<file path="src/include/piece_sprites.svh">
`ifndef PIECE_SPRITES_SVH
`define PIECE_SPRITES_SVH

// 8x8 piece bitmaps, row 0 at the top of the square
// bit n of a row is sprite column n, counted from the left edge

localparam logic [7:0] sprite_king [8] = '{
	8'b00011000, 8'b00111100, 8'b00011000, 8'b01111110,
	8'b01011010, 8'b00111100, 8'b01111110, 8'b00000000
};

localparam logic [7:0] sprite_queen [8] = '{
	8'b01011010, 8'b01011010, 8'b00111100, 8'b00011000,
	8'b00111100, 8'b01100110, 8'b01111110, 8'b00000000
};

localparam logic [7:0] sprite_bishop [8] = '{
	8'b00011000, 8'b00100100, 8'b01000010, 8'b00100100,
	8'b00011000, 8'b00011000, 8'b00111100, 8'b00000000
};

localparam logic [7:0] sprite_knight [8] = '{
	8'b00011100, 8'b00111110, 8'b01110110, 8'b00001110,
	8'b00011100, 8'b00111100, 8'b01111110, 8'b00000000
};

localparam logic [7:0] sprite_rook [8] = '{
	8'b01011010, 8'b01111110, 8'b00111100, 8'b00100100,
	8'b00100100, 8'b00111100, 8'b01111110, 8'b00000000
};

// pawns point toward the opponent, so each side has its own shape
localparam logic [7:0] sprite_pawn_w [8] = '{
	8'b00000000, 8'b00011000, 8'b00100100, 8'b00011000,
	8'b00011000, 8'b00111100, 8'b01111110, 8'b00000000
};

localparam logic [7:0] sprite_pawn_b [8] = '{
	8'b00000000, 8'b01111110, 8'b00111100, 8'b00011000,
	8'b00011000, 8'b00100100, 8'b00011000, 8'b00000000
};

`endif

</file>
<file path="src/source/chess_lcd_pkg.sv">
package chess_lcd_pkg;

	// board placement on the 480x272 panel
	localparam int board_x0 = 108;
	localparam int board_y0 = 4;
	localparam int square_px = 33;
	localparam int border_px = 4;
	localparam int cell_px = 4;
	localparam int piece_count = 16;

	localparam logic [23:0] colour_light = 24'h6797CC;
	localparam logic [23:0] colour_dark = 24'h11448B;
	localparam logic [23:0] colour_border = 24'h00FE00;
	localparam logic [23:0] colour_cursor = 24'h3A9972;
	localparam logic [23:0] colour_white = 24'hFFFFFF;
	localparam logic [23:0] colour_black = 24'h000000;

	`include "piece_sprites.svh"

	typedef struct packed {
		logic [2:0] rank;
		logic [2:0] file;
	} square_t;

	// index 0 king, 1 queen, 2-3 bishops, 4-5 knights, 6-7 rooks, 8-15 pawns
	typedef struct packed {
		logic [piece_count-1:0] alive;
		square_t [piece_count-1:0] loc;
	} piece_set_t;

	typedef struct packed {
		logic [9:0] h;
		logic [8:0] v;
	} pixel_pos_t;

	typedef struct packed {
		logic hsync;
		logic vsync;
	} sync_t;

	// region_blank covers both porches and sync pulses
	typedef enum logic [1:0] {
		region_outside,
		region_border,
		region_board,
		region_blank
	} region_t;

	typedef struct packed {
		sync_t sync;
		region_t region;
		square_t square;
		logic dark;
		logic [5:0] row_off;
		logic [5:0] col_off;
	} locate_t;

	typedef struct packed {
		sync_t sync;
		region_t region;
		logic dark;
		logic on_cursor;
		logic piece_hit;
		logic piece_black;
	} occupant_t;

	function automatic logic [7:0] sprite_row(input logic [3:0] index, input logic black,
			input logic [2:0] row);
		logic [7:0] bits;
		case (index)
			4'd0: bits = sprite_king[row];
			4'd1: bits = sprite_queen[row];
			4'd2, 4'd3: bits = sprite_bishop[row];
			4'd4, 4'd5: bits = sprite_knight[row];
			4'd6, 4'd7: bits = sprite_rook[row];
			default: bits = black ? sprite_pawn_b[row] : sprite_pawn_w[row];
		endcase
		return bits;
	endfunction

endpackage

</file>
<file path="src/source/lcd_timing.sv">
`timescale 1ns/1ps

module lcd_timing #(
	parameter int h_total = 526,
	parameter int v_total = 286,
	parameter int h_active = 480,
	parameter int v_active = 272,
	parameter int h_front = 2,
	parameter int v_front = 1,
	parameter int h_pulse = 1,
	parameter int v_pulse = 1
) (
	input logic clk12,
	input logic reset,
	output chess_lcd_pkg::pixel_pos_t pos,
	output chess_lcd_pkg::sync_t sync,
	output logic disp
);
	logic [9:0] h_next;
	logic [8:0] v_next;

	// next raster position, wrapping at the line and frame ends
	always_comb begin
		h_next = pos.h + 10'd1;
		v_next = pos.v;
		if (pos.h == 10'(h_total - 1)) begin
			h_next = '0;
			if (pos.v == 9'(v_total - 1)) begin
				v_next = '0;
			end else begin
				v_next = pos.v + 9'd1;
			end
		end
	end

	// syncs decoded from the next position so they line up with pos
	always_ff @(posedge clk12) begin
		if (reset) begin
			pos <= '0;
			sync <= '0;
			disp <= 1'b0;
		end else begin
			pos.h <= h_next;
			pos.v <= v_next;
			sync.hsync <= (h_next > 10'(h_active + h_front)) &&
				(h_next <= 10'(h_active + h_front + h_pulse));
			sync.vsync <= (v_next > 9'(v_active + v_front)) &&
				(v_next <= 9'(v_active + v_front + v_pulse));
			disp <= 1'b1;
		end
	end

	hsync_single_cycle: assert property (@(posedge clk12) disable iff (reset)
		sync.hsync |=> !sync.hsync);

endmodule

</file>
<file path="src/source/square_locator.sv">
`timescale 1ns/1ps

module square_locator #(
	parameter int h_active = 480,
	parameter int v_active = 272
) (
	input logic clk12,
	input logic reset,
	input chess_lcd_pkg::pixel_pos_t pos,
	input chess_lcd_pkg::sync_t sync,
	output chess_lcd_pkg::locate_t loc
);
	// board and frame edges, far edges exclusive
	localparam int board_x1 = chess_lcd_pkg::board_x0 + 8 * chess_lcd_pkg::square_px;
	localparam int board_y1 = chess_lcd_pkg::board_y0 + 8 * chess_lcd_pkg::square_px;
	localparam int frame_x0 = chess_lcd_pkg::board_x0 - chess_lcd_pkg::border_px;
	localparam int frame_y0 = chess_lcd_pkg::board_y0 - chess_lcd_pkg::border_px;
	localparam int frame_x1 = board_x1 + chess_lcd_pkg::border_px;
	localparam int frame_y1 = board_y1 + chess_lcd_pkg::border_px;

	logic [9:0] dx;
	logic [8:0] dy;
	logic [9:0] file_w;
	logic [8:0] band_w;
	logic blank;
	logic in_board;
	logic in_frame;
	chess_lcd_pkg::locate_t loc_next;

	always_comb begin
		// offsets wrap outside the board, harmless since region masks them
		dx = pos.h - 10'(chess_lcd_pkg::board_x0);
		dy = pos.v - 9'(chess_lcd_pkg::board_y0);
		file_w = dx / 10'(chess_lcd_pkg::square_px);
		band_w = dy / 9'(chess_lcd_pkg::square_px);
		blank = int'(pos.h) >= h_active || int'(pos.v) >= v_active;
		in_board = int'(pos.h) >= chess_lcd_pkg::board_x0 && int'(pos.h) < board_x1 &&
			int'(pos.v) >= chess_lcd_pkg::board_y0 && int'(pos.v) < board_y1;
		in_frame = int'(pos.h) >= frame_x0 && int'(pos.h) < frame_x1 &&
			int'(pos.v) >= frame_y0 && int'(pos.v) < frame_y1;
		loc_next.sync = sync;
		if (blank) begin
			loc_next.region = chess_lcd_pkg::region_blank;
		end else if (in_board) begin
			loc_next.region = chess_lcd_pkg::region_board;
		end else if (in_frame) begin
			loc_next.region = chess_lcd_pkg::region_border;
		end else begin
			loc_next.region = chess_lcd_pkg::region_outside;
		end
		// rank 7 sits on the top row of squares
		loc_next.square.file = file_w[2:0];
		loc_next.square.rank = 3'd7 - band_w[2:0];
		loc_next.dark = file_w[0] ^ band_w[0];
		loc_next.col_off = 6'(dx % 10'(chess_lcd_pkg::square_px));
		loc_next.row_off = 6'(dy % 9'(chess_lcd_pkg::square_px));
	end

	always_ff @(posedge clk12) begin
		if (reset) begin
			loc <= '0;
		end else begin
			loc <= loc_next;
		end
	end

endmodule

</file>
<file path="src/source/square_occupant.sv">
`timescale 1ns/1ps

module square_occupant (
	input logic clk12,
	input logic reset,
	input chess_lcd_pkg::locate_t loc,
	input chess_lcd_pkg::square_t cursor,
	input chess_lcd_pkg::piece_set_t white_set,
	input chess_lcd_pkg::piece_set_t black_set,
	output chess_lcd_pkg::occupant_t occ
);
	localparam int sprite_span = 8 * chess_lcd_pkg::cell_px;

	logic found;
	logic found_black;
	logic [3:0] found_idx;
	logic [7:0] row_bits;
	logic in_sprite;

	// later matches override, so black and low indices win
	always_comb begin
		found = 1'b0;
		found_black = 1'b0;
		found_idx = '0;
		for (int i = chess_lcd_pkg::piece_count - 1; i >= 0; i--) begin
			if (white_set.alive[i] && white_set.loc[i] == loc.square) begin
				found = 1'b1;
				found_black = 1'b0;
				found_idx = 4'(i);
			end
		end
		for (int i = chess_lcd_pkg::piece_count - 1; i >= 0; i--) begin
			if (black_set.alive[i] && black_set.loc[i] == loc.square) begin
				found = 1'b1;
				found_black = 1'b1;
				found_idx = 4'(i);
			end
		end
		// last pixel row and column of a square lie outside the sprite
		row_bits = chess_lcd_pkg::sprite_row(found_idx, found_black, loc.row_off[4:2]);
		in_sprite = loc.row_off < 6'(sprite_span) && loc.col_off < 6'(sprite_span);
	end

	always_ff @(posedge clk12) begin
		if (reset) begin
			occ <= '0;
		end else begin
			occ.sync <= loc.sync;
			occ.region <= loc.region;
			occ.dark <= loc.dark;
			occ.on_cursor <= loc.square == cursor;
			occ.piece_hit <= found && in_sprite && row_bits[loc.col_off[4:2]];
			occ.piece_black <= found_black;
		end
	end

endmodule

</file>
<file path="src/source/pixel_shader.sv">
`timescale 1ns/1ps

module pixel_shader (
	input logic clk12,
	input logic reset,
	input chess_lcd_pkg::occupant_t occ,
	input logic player,
	output logic [23:0] bgr,
	output logic hsync,
	output logic vsync
);
	logic [23:0] colour;

	always_comb begin
		case (occ.region)
			chess_lcd_pkg::region_blank: begin
				colour = '0;
			end
			// background follows the side to move
			chess_lcd_pkg::region_outside: begin
				colour = player ? chess_lcd_pkg::colour_white : chess_lcd_pkg::colour_black;
			end
			chess_lcd_pkg::region_border: begin
				colour = chess_lcd_pkg::colour_border;
			end
			default: begin
				if (occ.piece_hit) begin
					if (occ.piece_black) begin
						colour = chess_lcd_pkg::colour_black;
					end else begin
						colour = chess_lcd_pkg::colour_white;
					end
				end else if (occ.on_cursor) begin
					colour = chess_lcd_pkg::colour_cursor;
				end else if (occ.dark) begin
					colour = chess_lcd_pkg::colour_dark;
				end else begin
					colour = chess_lcd_pkg::colour_light;
				end
			end
		endcase
	end

	// colour and syncs leave together
	always_ff @(posedge clk12) begin
		if (reset) begin
			bgr <= '0;
			hsync <= 1'b0;
			vsync <= 1'b0;
		end else begin
			bgr <= colour;
			hsync <= occ.sync.hsync;
			vsync <= occ.sync.vsync;
		end
	end

endmodule

</file>
<file path="src/source/piece_finder.sv">
`timescale 1ns/1ps

module piece_finder (
	input logic clk12,
	input logic reset,
	input logic lookup_req,
	input chess_lcd_pkg::square_t cursor,
	input chess_lcd_pkg::piece_set_t white_set,
	input chess_lcd_pkg::piece_set_t black_set,
	output logic lookup_ack,
	output logic found_piece,
	output logic [3:0] pid
);
	typedef enum logic [1:0] {
		st_idle,
		st_scan,
		st_done
	} state_t;

	state_t state;
	logic [4:0] entry;
	logic [3:0] piece_idx;
	chess_lcd_pkg::piece_set_t scan_set;
	logic hit;

	// entries 0-15 walk white 15..0, entries 16-31 walk black 15..0
	always_comb begin
		piece_idx = ~entry[3:0];
		scan_set = entry[4] ? black_set : white_set;
		hit = scan_set.alive[piece_idx] && scan_set.loc[piece_idx] == cursor;
	end

	always_ff @(posedge clk12) begin
		if (reset) begin
			state <= st_idle;
			entry <= '0;
			lookup_ack <= 1'b0;
			found_piece <= 1'b0;
			pid <= '0;
		end else begin
			case (state)
				st_idle: begin
					if (lookup_req) begin
						entry <= '0;
						found_piece <= 1'b0;
						pid <= '0;
						state <= st_scan;
					end
				end
				st_scan: begin
					// last hit wins the priority
					if (hit) begin
						found_piece <= 1'b1;
						pid <= piece_idx;
					end
					entry <= entry + 5'd1;
					if (entry == 5'd31) begin
						lookup_ack <= 1'b1;
						state <= st_done;
					end
				end
				default: begin
					if (!lookup_req) begin
						lookup_ack <= 1'b0;
						state <= st_idle;
					end
				end
			endcase
		end
	end

	ack_falls_after_req: assert property (@(posedge clk12) disable iff (reset)
		$fell(lookup_ack) |-> $past(!lookup_req));

endmodule

</file>
<file path="src/source/chess_lcd.sv">
`timescale 1ns/1ps

module chess_lcd #(
	parameter int h_total = 526,
	parameter int v_total = 286,
	parameter int h_active = 480,
	parameter int v_active = 272,
	parameter int h_front = 2,
	parameter int v_front = 1,
	parameter int h_pulse = 1,
	parameter int v_pulse = 1
) (
	input logic clk12,
	input logic reset,
	input chess_lcd_pkg::square_t cursor,
	input logic player,
	input chess_lcd_pkg::piece_set_t white_set,
	input chess_lcd_pkg::piece_set_t black_set,
	input logic lookup_req,
	output logic [23:0] bgr,
	output logic hsync,
	output logic vsync,
	output logic disp,
	output logic lookup_ack,
	output logic [3:0] pid,
	output logic found_piece
);
	chess_lcd_pkg::pixel_pos_t pos;
	chess_lcd_pkg::sync_t raster_sync;
	chess_lcd_pkg::locate_t loc;
	chess_lcd_pkg::occupant_t occ;

	// three stage raster pipe behind the counters
	lcd_timing #(
		.h_total(h_total), .v_total(v_total),
		.h_active(h_active), .v_active(v_active),
		.h_front(h_front), .v_front(v_front),
		.h_pulse(h_pulse), .v_pulse(v_pulse)
	) lcd_timing_inst (
		.clk12(clk12), .reset(reset), .pos(pos), .sync(raster_sync), .disp(disp)
	);

	square_locator #(.h_active(h_active), .v_active(v_active)) square_locator_inst (
		.clk12(clk12), .reset(reset), .pos(pos), .sync(raster_sync), .loc(loc)
	);

	square_occupant square_occupant_inst (
		.clk12(clk12), .reset(reset), .loc(loc), .cursor(cursor),
		.white_set(white_set), .black_set(black_set), .occ(occ)
	);

	pixel_shader pixel_shader_inst (
		.clk12(clk12), .reset(reset), .occ(occ), .player(player),
		.bgr(bgr), .hsync(hsync), .vsync(vsync)
	);

	// cursor lookup runs beside the raster path
	piece_finder piece_finder_inst (
		.clk12(clk12), .reset(reset), .lookup_req(lookup_req), .cursor(cursor),
		.white_set(white_set), .black_set(black_set),
		.lookup_ack(lookup_ack), .found_piece(found_piece), .pid(pid)
	);

endmodule

</file>
<file path="config.mk">
export PLATFORM = sky130hd
export DESIGN_NAME = chess_lcd
export DESIGN_NICKNAME = d
export VERILOG_FILES = /design/src/source/chess_lcd_pkg.sv /design/src/source/lcd_timing.sv /design/src/source/square_locator.sv /design/src/source/square_occupant.sv /design/src/source/pixel_shader.sv /design/src/source/piece_finder.sv /design/src/source/chess_lcd.sv
export VERILOG_INCLUDE_DIRS = /design/src /design/src/include
export SDC_FILE = /design/constraint.sdc
export NUM_CORES = 1
export LEC_CHECK = 0
export BUFFER_PORTS_ARGS = -buffer_cell sky130_fd_sc_hd__clkbuf_2
export CORE_ASPECT_RATIO = 1.25
export CORE_MARGIN = 5
export CORE_UTILIZATION = 58
export DETAILED_ROUTE_END_ITERATION = 10
export GPL_TIMING_DRIVEN = 0
export PLACE_DENSITY = 0.95
export SYNTH_ARGS = -nofsm -noshare
export SYNTH_HDL_FRONTEND = slang
export SYNTH_HIERARCHICAL = 1
export SYNTH_SLANG_ARGS = --single-unit
</file>
<file path="constraint.sdc">
create_clock -name clk12 -period 9.6 [get_ports clk12]
set_input_delay 1.44 -clock clk12 [delete_from_list [all_inputs] [get_ports clk12]]
set_output_delay 1.44 -clock clk12 [all_outputs]
set_load 0.03 [all_outputs]
</file>
==> flow_results.org, run 1 <==
** Die
- Y dimension of the die :: 165 µm
- Initial core utilization :: 59.1%
- In this run the standard cell core region covers 0.0188 mm².
- Horizontal die dimension :: 134 µm
- Boundary pin count :: 267
- The die covers 0.0221 mm².
- After floorplanning, the core was divided into 56 placement rows.

** Setup path
- CP Max Fanout :: 11
- Critical path required time :: between 9000 and 10000 ps
- For this design, the slowest cell found on the critical path is dfxtp_1.
- Endpoint arrival time on the critical path :: a little over 7000 ps
- The worst setup path is captured at a register.
- For this run, the slowest stage of the critical path takes 580 ps.
- Category of the critical setup timing path :: register to register
- The worst setup path is launched from a register.
- The worst register-to-register path has a setup slack of 2690 ps.

** Placement
- Routability-driven placement finished with a final weighted congestion of 1.10.
- Prior to clock tree synthesis, the placed netlist has a worst setup slack of roughly 2900 ps.
- Input and output buffers added on the ports amount to 266.
- Detailed placement finished with a half-perimeter wire length of 36.7 mm.

** Synth
- Number of instances in the synthesized netlist :: around 1300
- Yosys printed 6 warnings.
- Mean cell area of the mapped netlist :: 8.54 µm²
- Counting every net in the synthesized netlist gives 1567.
- In this run the cell area of the synthesized design comes to around 0.011 mm².

** Status
- The flow ran to the end, and the final reports show no timing, DRC or antenna violations.

** STA
- Derived from the worst setup path, the maximum achievable clock frequency is 145 MHz.
- Headroom to the max-slew limit came out at 24.9%.
- Worst Slack Setup Final :: 2690 ps
- Setup repair after global routing left no endpoint under its margin.
- The clock arrives with 9.49 ps of skew.
- Portion of the clock cycle consumed by the worst path in the final layout :: 72.0%
- Accumulated negative setup slack :: 0 ps
- Final max-slew violation count :: 0
- Subtracting the final worst setup slack from the clock period gives 6910 ps.
- The number of hold-slack violations in the final timing report is 0.
- Worst-margin pin slew :: 1120 ps
- Setup violations remaining at the end of the flow were counted as 0.

** Power
- The worst-case IR drop observed on VDD is ~0.12 mV.
- Leakage power summed over all cells :: about 5.3 nW
- Power density normalized to cell area :: between 80 and 90 mW/mm²

** GRT
- The global routing stage identified its most utilized layer as met2.
- Maximum number of pins on one net before global-route repair :: 29
- The first global-routing pass estimated 68.2 mm of wire.
- Global routing used 13.1% of the available met3 tracks.
- Total Routing Usage GR :: approximately 40%
- In the global route stage, met1 resource usage came out at 43.4%.
- The via count of the first global-routing pass is 12200.
- For this run, global-route usage on met2 was measured as between 60% and 70%.
- The initial antenna violation count is 17.
- Overflow after GRT :: 0

** Drt
- The pre-antenna-repair detailed-routing pass consisted of 9 iterations.
- Total wirelength of the detailed-routed design :: 46.0 mm
- The detailed router finished its first iteration with 1868 violations.
- Detailed routing inserted a total of 12600 vias.
- Detail-routed net length per standard cell :: 25.1 µm
- Dividing the detail-routed via count by the number of cells gives roughly 6.9.
- Number of remaining DRC errors :: 0
- The detail route stage leaves a number of antenna-violating nets equal to 0.

** Job
- The tool flagged a number of max-cap violations equal to 0.

** Layout
- Area growth from synthesis to layout :: 17.5%
- Share of layout cells above drive strength 1 :: ~30%
- Leaving out fill and tap cells, the most frequent cell in the layout is clkbuf_2.
- Final Net Count :: 1844
- Commonest cells after routing, fill and taps aside :: clkbuf_2 (266), xnor2_1 (125), xor2_1 (119)

** Min path
- The worst hold path belongs to the class register to register.

** CTS
- Worst-skew pair later-pin latency :: ~350 ps
- The clock passes through at most 2 buffers.
- CTS saw slightly below 80 sinks.
- In this run, CTS created clock tree buffers numbering 9.
- Count of H-tree levels built during CTS :: 3
- Hold repair after CTS inserted 0 buffers.
- CTS tree :: done
- After clock tree synthesis, the repair step resized 0 gates.
- The number of setup buffers added after CTS is 0.
- Clock transition time at the flip-flop clock pins of the worst setup and hold paths :: 70 ps
- Cell chosen for the clock root :: clkbuf_16
==> through the flow <==
| stage | utilization (%) | total power, mW | hold WS (ps) | cells | area, µm² |
|---|---|---|---|---|---|
| 6_report | 69.5 | 1.11 | 437 | 1829 | 13100 |
| 5_1_grt | 69.5 | 1.14 | 457 | 1826 | 13100 |
| 4_1_cts | 69.4 | 1.09 | 437 | 1820 | 13100 |
| 3_5_place_dp | 67.8 | 0.733 | 422 | 1804 | 12800 |
| 3_3_place_gp | 67.8 | 0.725 | 420 | 1804 | 12800 |
| 2_1_floorplan | - | 0.584 | 414 | 1306 | 11100 |
==> report_power, final <==
group	total (mW)	switching, mW	internal, mW
Clock	0.360	0.150	0.210
Sequential	0.341	0.0107	0.330
Combinational	0.407	0.239	0.168
==> metal layers <==
metal  share of wire, %  vias up
met3                 14      345
met4                9.4       18
met5               0.25        -
met1                 32     5755
met2                 44     1069
li1                   -     5443
==> sequential cells by signal, indices dropped and copies added (netlist names) <==
name,count
piece_finder_inst/lookup_ack,1
pixel_shader_inst/vsync,1
piece_finder_inst/entry,5
piece_finder_inst/state,2
pixel_shader_inst/bgr,13
square_occupant_inst/occ,8
piece_finder_inst/found_piece,1
pixel_shader_inst/hsync,1
lcd_timing_inst/sync,2
square_locator_inst/loc,19
lcd_timing_inst/disp,1
piece_finder_inst/pid,4
lcd_timing_inst/pos,19
==> path summary, 6_finish.rpt <==
check	startpoint	end	cells after the start
min	square_locator_inst/loc[12]$_SDFF_PP0_	square_occupant_inst/occ[3]$_SDFF_PP0_	1
max reg2reg	lcd_timing_inst/pos[12]$_SDFF_PP0_	square_locator_inst/loc[2]$_SDFF_PP0_	30
max	lcd_timing_inst/pos[12]$_SDFF_PP0_	square_locator_inst/loc[2]$_SDFF_PP0_	30
min reg2reg	square_locator_inst/loc[12]$_SDFF_PP0_	square_occupant_inst/occ[3]$_SDFF_PP0_	1
==> cell type report <==
cell class              count  area (µm²)
diodes                      9        22.5
plain buffers              88         667
clock buffers              10         239
clock inverters             6        70.1
fillers                  1527        5750
inverters                  30         114
multi-input cells        1111        8830
flip-flops and latches     77        1540
well taps                 232         290
repair buffers            266        1330
==> worst max-delay path, delay by kind of cell, from the launching register on <==
| family | cells | cell delay [ps] |
|---|---|---|
| adders and majority gates | 4 | 950 |
| buffers and inverters | 6 | 840 |
| muxes | 1 | 150 |
| AOI/OAI and AO/OA | 9 | 2180 |
| DFF | 1 | 580 |
| xor gates and xnor gates | 3 | 840 |
| and+or+nand+nor | 7 | 1320 |
(Power assumes the default switching activity.)
==> run 2, diff against run 1 <==
--- a/config.mk
+++ b/config.mk
@@ -6,13 +6,14 @@
 export SDC_FILE = /design/constraint.sdc
 export NUM_CORES = 1
 export LEC_CHECK = 0
+export ABC_AREA = 1
 export BUFFER_PORTS_ARGS = -buffer_cell sky130_fd_sc_hd__clkbuf_2
 export CORE_ASPECT_RATIO = 1.25
 export CORE_MARGIN = 5
-export CORE_UTILIZATION = 58
+export CORE_UTILIZATION = 51
 export DETAILED_ROUTE_END_ITERATION = 10
 export GPL_TIMING_DRIVEN = 0
-export PLACE_DENSITY = 0.95
+export PLACE_DENSITY = 0.9
 export SYNTH_ARGS = -nofsm -noshare
 export SYNTH_HDL_FRONTEND = slang
 export SYNTH_HIERARCHICAL = 1
==> constraint.sdc (replaced) <==
create_clock -name clk12 -period 5.95 [get_ports clk12]
set_input_delay 0.8925 -clock clk12 [delete_from_list [all_inputs] [get_ports clk12]]
set_output_delay 0.8925 -clock clk12 [all_outputs]
set_load 0.03 [all_outputs]
==> run 2 against run 1 <==
- design area is 3.7% higher
- clock power grew 49%
- clock skew is 2.8 ps higher
- area after synthesis up 3.8%
- highest routed layer unchanged
- die area up 17%
- via count is 26% higher
- largest cell class unchanged
- routed wire length is 31% higher
- largest power group unchanged
- critical path type unchanged
==> flow_results.org, run 2 <==
** Status
- Status :: finished, final reports clean

** Power
- Power spent charging and discharging nets :: 0.805 mW (+100%)
- The power density relative to cell area is 141 mW/mm² (+66%).
- The internal power contribution came to 1.10 mW (+56%).
- Part of the total power dissipated in sequential elements :: 29.1% (-1.6 points)
- The highest ir drop seen on vdd is 0.240 mV (+100%).
- Leakage power summed over all cells :: 7.07 nW (+33%)
- Switching Share :: 42.2% (+6.1 points)
- The clock network power share was 28.1% (-4.4 points).
- The part of the power in combinational logic was 42.9% (+6.2 points).

** Setup path
- Cell with the biggest individual delay on the critical path :: dfxtp_4
- Critical Path Most Common Cell :: inv_1
- Flop-to-flop setup slack :: 470 ps (-2210 ps)
- Largest incremental delay on the critical path :: 430 ps (-150 ps)
- The highest fanout seen on the critical path is 10 (-1).
- The worst setup path is launched from a register.
- The worst register-to-register path ends at square_locator_inst/loc[3]$_SDFF_PP0_.
- The critical path data required time was 6190 ps (-3690 ps).
- Depth of the worst register-to-register path :: 45 (+50%)
- Worst reg2reg path startpoint :: lcd_timing_inst/pos[11]$_SDFF_PP0_
- The worst setup path is captured at a register.
- Category of the critical setup timing path :: register to register
- Endpoint arrival time on the critical path :: 5720 ps (-1480 ps)

** Layout
- Most common cell after layout, fill and taps aside :: nand2_1
- The layout net count is 2601 (+41%).
- The final cell area excluding filler cells is 0.0136 mm² (+3.7%).
- The area overhead of the layout relative to synthesis came to 17.5% (about the same).
- In the layout the commonest cells are nand2_1 (696), nand3_1 (268), clkbuf_2 (266).
- Largest registers ranked by flip-flop count :: lcd_timing_inst/pos (19), square_locator_inst/loc (19), pixel_shader_inst/bgr (13)
- Share of layout cells above drive strength 1 :: 21.1% (-8.5 points)

** Synth
- Post-synth design cell area :: 0.0116 mm² (+3.8%)
- Number of instances in the synthesized netlist :: 2062 (+58%)
- The count of warnings emitted by yosys came to 6 (unchanged).
- Post-Synthesis Net Count :: 2323 (+48%)
- The post-synthesis average cell area was 5.61 µm² (-34%).

** CTS
- Count of H-tree levels built during CTS :: 3 (unchanged)
- The latest clock arrival within the worst-skew pair was 350 ps (about the same).
- TritonCTS built the clock tree.
- Clock tree synthesis selected as its root buffer the cell clkbuf_16.
- Num Clock Sinks :: 77 (unchanged)
- TritonCTS buffer count :: 9 (unchanged)
- The maximum number of buffers from clock root to sink came to 2 (unchanged).
- The clock transition at the registers of the reported paths is 60 ps (about the same).

** Drt
- The number of antenna-violating nets in the routed design came to 0 (unchanged).
- The detail-routed via count per cell was 6.05 (-12%).
- The post-route DRC violation count came to 0 (unchanged).
- Detail-routed net length per standard cell :: 23.0 µm (-8.6%)
- DRC violation total after the first TritonRoute iteration :: 1904 (+1.9%)
- Total wirelength of the detailed-routed design :: 60.4 mm (+31%)
- The number of vias after detailed routing was 15900 (+26%).
- Total iterations of the first detailed-routing run :: 8 (-1)

** Die
- Boundary pin count :: 267 (unchanged)
- Standard-cell row count :: 61 (+8.9%)
- Core area :: 0.0223 mm² (+18%)
- The initial core utilization was 51.9% (-7.2 points).
- The vertical die dimension is 178 µm (+8.1%).
- Horizontal die dimension :: 145 µm (+8.0%)
- The die outline area is 0.0258 mm² (+17%).

** Min path
- Start point of the worst min-delay path :: square_locator_inst/loc[12]$_SDFF_PP0_
- End of the worst hold path :: square_occupant_inst/occ[3]$_SDFF_PP0_
- Tightest Hold Check Type :: register to register
- Number of cells on the worst hold path :: 2 (+1)

** Job
- Max-capacitance violation count :: 0 (unchanged)

** STA
- Hold violation total from the final report :: 0 (unchanged)
- The final critical path time including I/O delays and setup is 5480 ps (-1440 ps).
- Accumulated negative setup slack :: 0 ps (unchanged)
- The final clock skew was 12.3 ps (+2.78 ps).
- Worst-margin pin slew :: 1090 ps (-24.2 ps)
- Max-slew headroom at the worst pin :: 26.6% (+1.6 points)
- Final max-slew violation count :: 0 (unchanged)
- Unrepaired setup endpoints after global routing :: false
- The fraction of the cycle the final worst path needs came to 92.1% (+20 points).
- The number of setup violations in the final report was 0 (unchanged).
- Achievable Freq :: 183 MHz (+26%)

** Placement
- HPWL after detailed placement :: 48.3 mm (+32%)
- The port buffer count came to 266 (unchanged).
- The final estimated routing congestion in global placement is 1.15 (+4.5%).
- The cell area after placement is 0.0133 mm² (+3.8%).

** GRT
- The initial antenna violation count was 3 (-14).
- Number of global-route vias before repair :: 14700 (+21%)
- Global-route wire length before repair :: 85.4 mm (+25%)
- The aggregate global routing overflow was 0 (unchanged).
- The global-route total usage across every layer came to 44.3% (+4.1 points).
- Maximum number of pins on one net before global-route repair :: 17 (-41%)
[run 2: through the flow]
stage	setup WS, ps	total power [mW]	std cells	hold slack [ps]	util [%]
finish	472	1.91	2630	421	61.0
floorplan	1000	1.03	2062	388	-
global placement	526	1.33	2611	391	59.5
detailed placement	262	1.34	2611	394	59.5
CTS	239	1.87	2627	416	60.8
global route	1.91	1.98	2628	428	61.0
[run 2: power groups by stage]
stage / sequential (mW) / combinational [mW] / clock (mW)
CTS: 0.555 / 0.777 / 0.538
finish: 0.555 / 0.819 / 0.536
floorplan: 0.572 / 0.453 / 0
detailed placement: 0.566 / 0.773 / 0
global route: 0.558 / 0.865 / 0.560
global placement: 0.565 / 0.765 / 0
[run 2: critical path: cells and delay by family (launching register included)]
family                     cells  cell delay (ps)
and+or+nand+nor               29             2920
adders and majority gates      4              730
DFF                            1              430
buffers and inverters          9              830
xor gates and xnor gates       1              160
AOI/OAI and AO/OA              2              340
[run 2: cell type report]
cell class | count | area [µm²]
multi-input cells | 1664 | 8500
well taps | 283 | 354
clock buffers | 9 | 225
inverters | 217 | 822
repair buffers | 267 | 1340
clock inverters | 7 | 62.6
flip-flops and latches | 77 | 1550
plain buffers | 104 | 729
diodes | 2 | 5.00
fillers | 2196 | 8700
[run 2: worst max-delay path by stage]
stage,end,depth (start not counted),startpoint,slack (ps)
3_3_place_gp,square_locator_inst/loc[5]$_SDFF_PP0_,46,lcd_timing_inst/pos[11]$_SDFF_PP0_,530
6_report,square_locator_inst/loc[3]$_SDFF_PP0_,45,lcd_timing_inst/pos[11]$_SDFF_PP0_,470
2_1_floorplan,square_locator_inst/loc[3]$_SDFF_PP0_,46,lcd_timing_inst/pos[11]$_SDFF_PP0_,1000
3_5_place_dp,square_locator_inst/loc[3]$_SDFF_PP0_,46,lcd_timing_inst/pos[11]$_SDFF_PP0_,260
4_1_cts,square_locator_inst/loc[3]$_SDFF_PP0_,46,lcd_timing_inst/pos[11]$_SDFF_PP0_,240
5_1_grt,square_locator_inst/loc[3]$_SDFF_PP0_,45,lcd_timing_inst/pos[11]$_SDFF_PP0_,2
[run 2: repair_timing]
item / 4_1_cts / 5_1_grt
hold buffers: 0 / 0
resized for setup: 0 / 10
endpoints found under the setup margin: 0 / 6
buffers inserted: 0 / 1
[run 2: per-layer routing]
| layer | routed length (µm) | vias up | global-route usage (%) |
|---|---|---|---|
| li1 | - | 7246 | - |
| met1 | 20100 | 7117 | 48.1 |
| met2 | 26600 | 1197 | 71.8 |
| met3 | 7290 | 354 | 10.5 |
| met4 | 6390 | 4 | 37.4 |
| met5 | 23 | - | 0 |
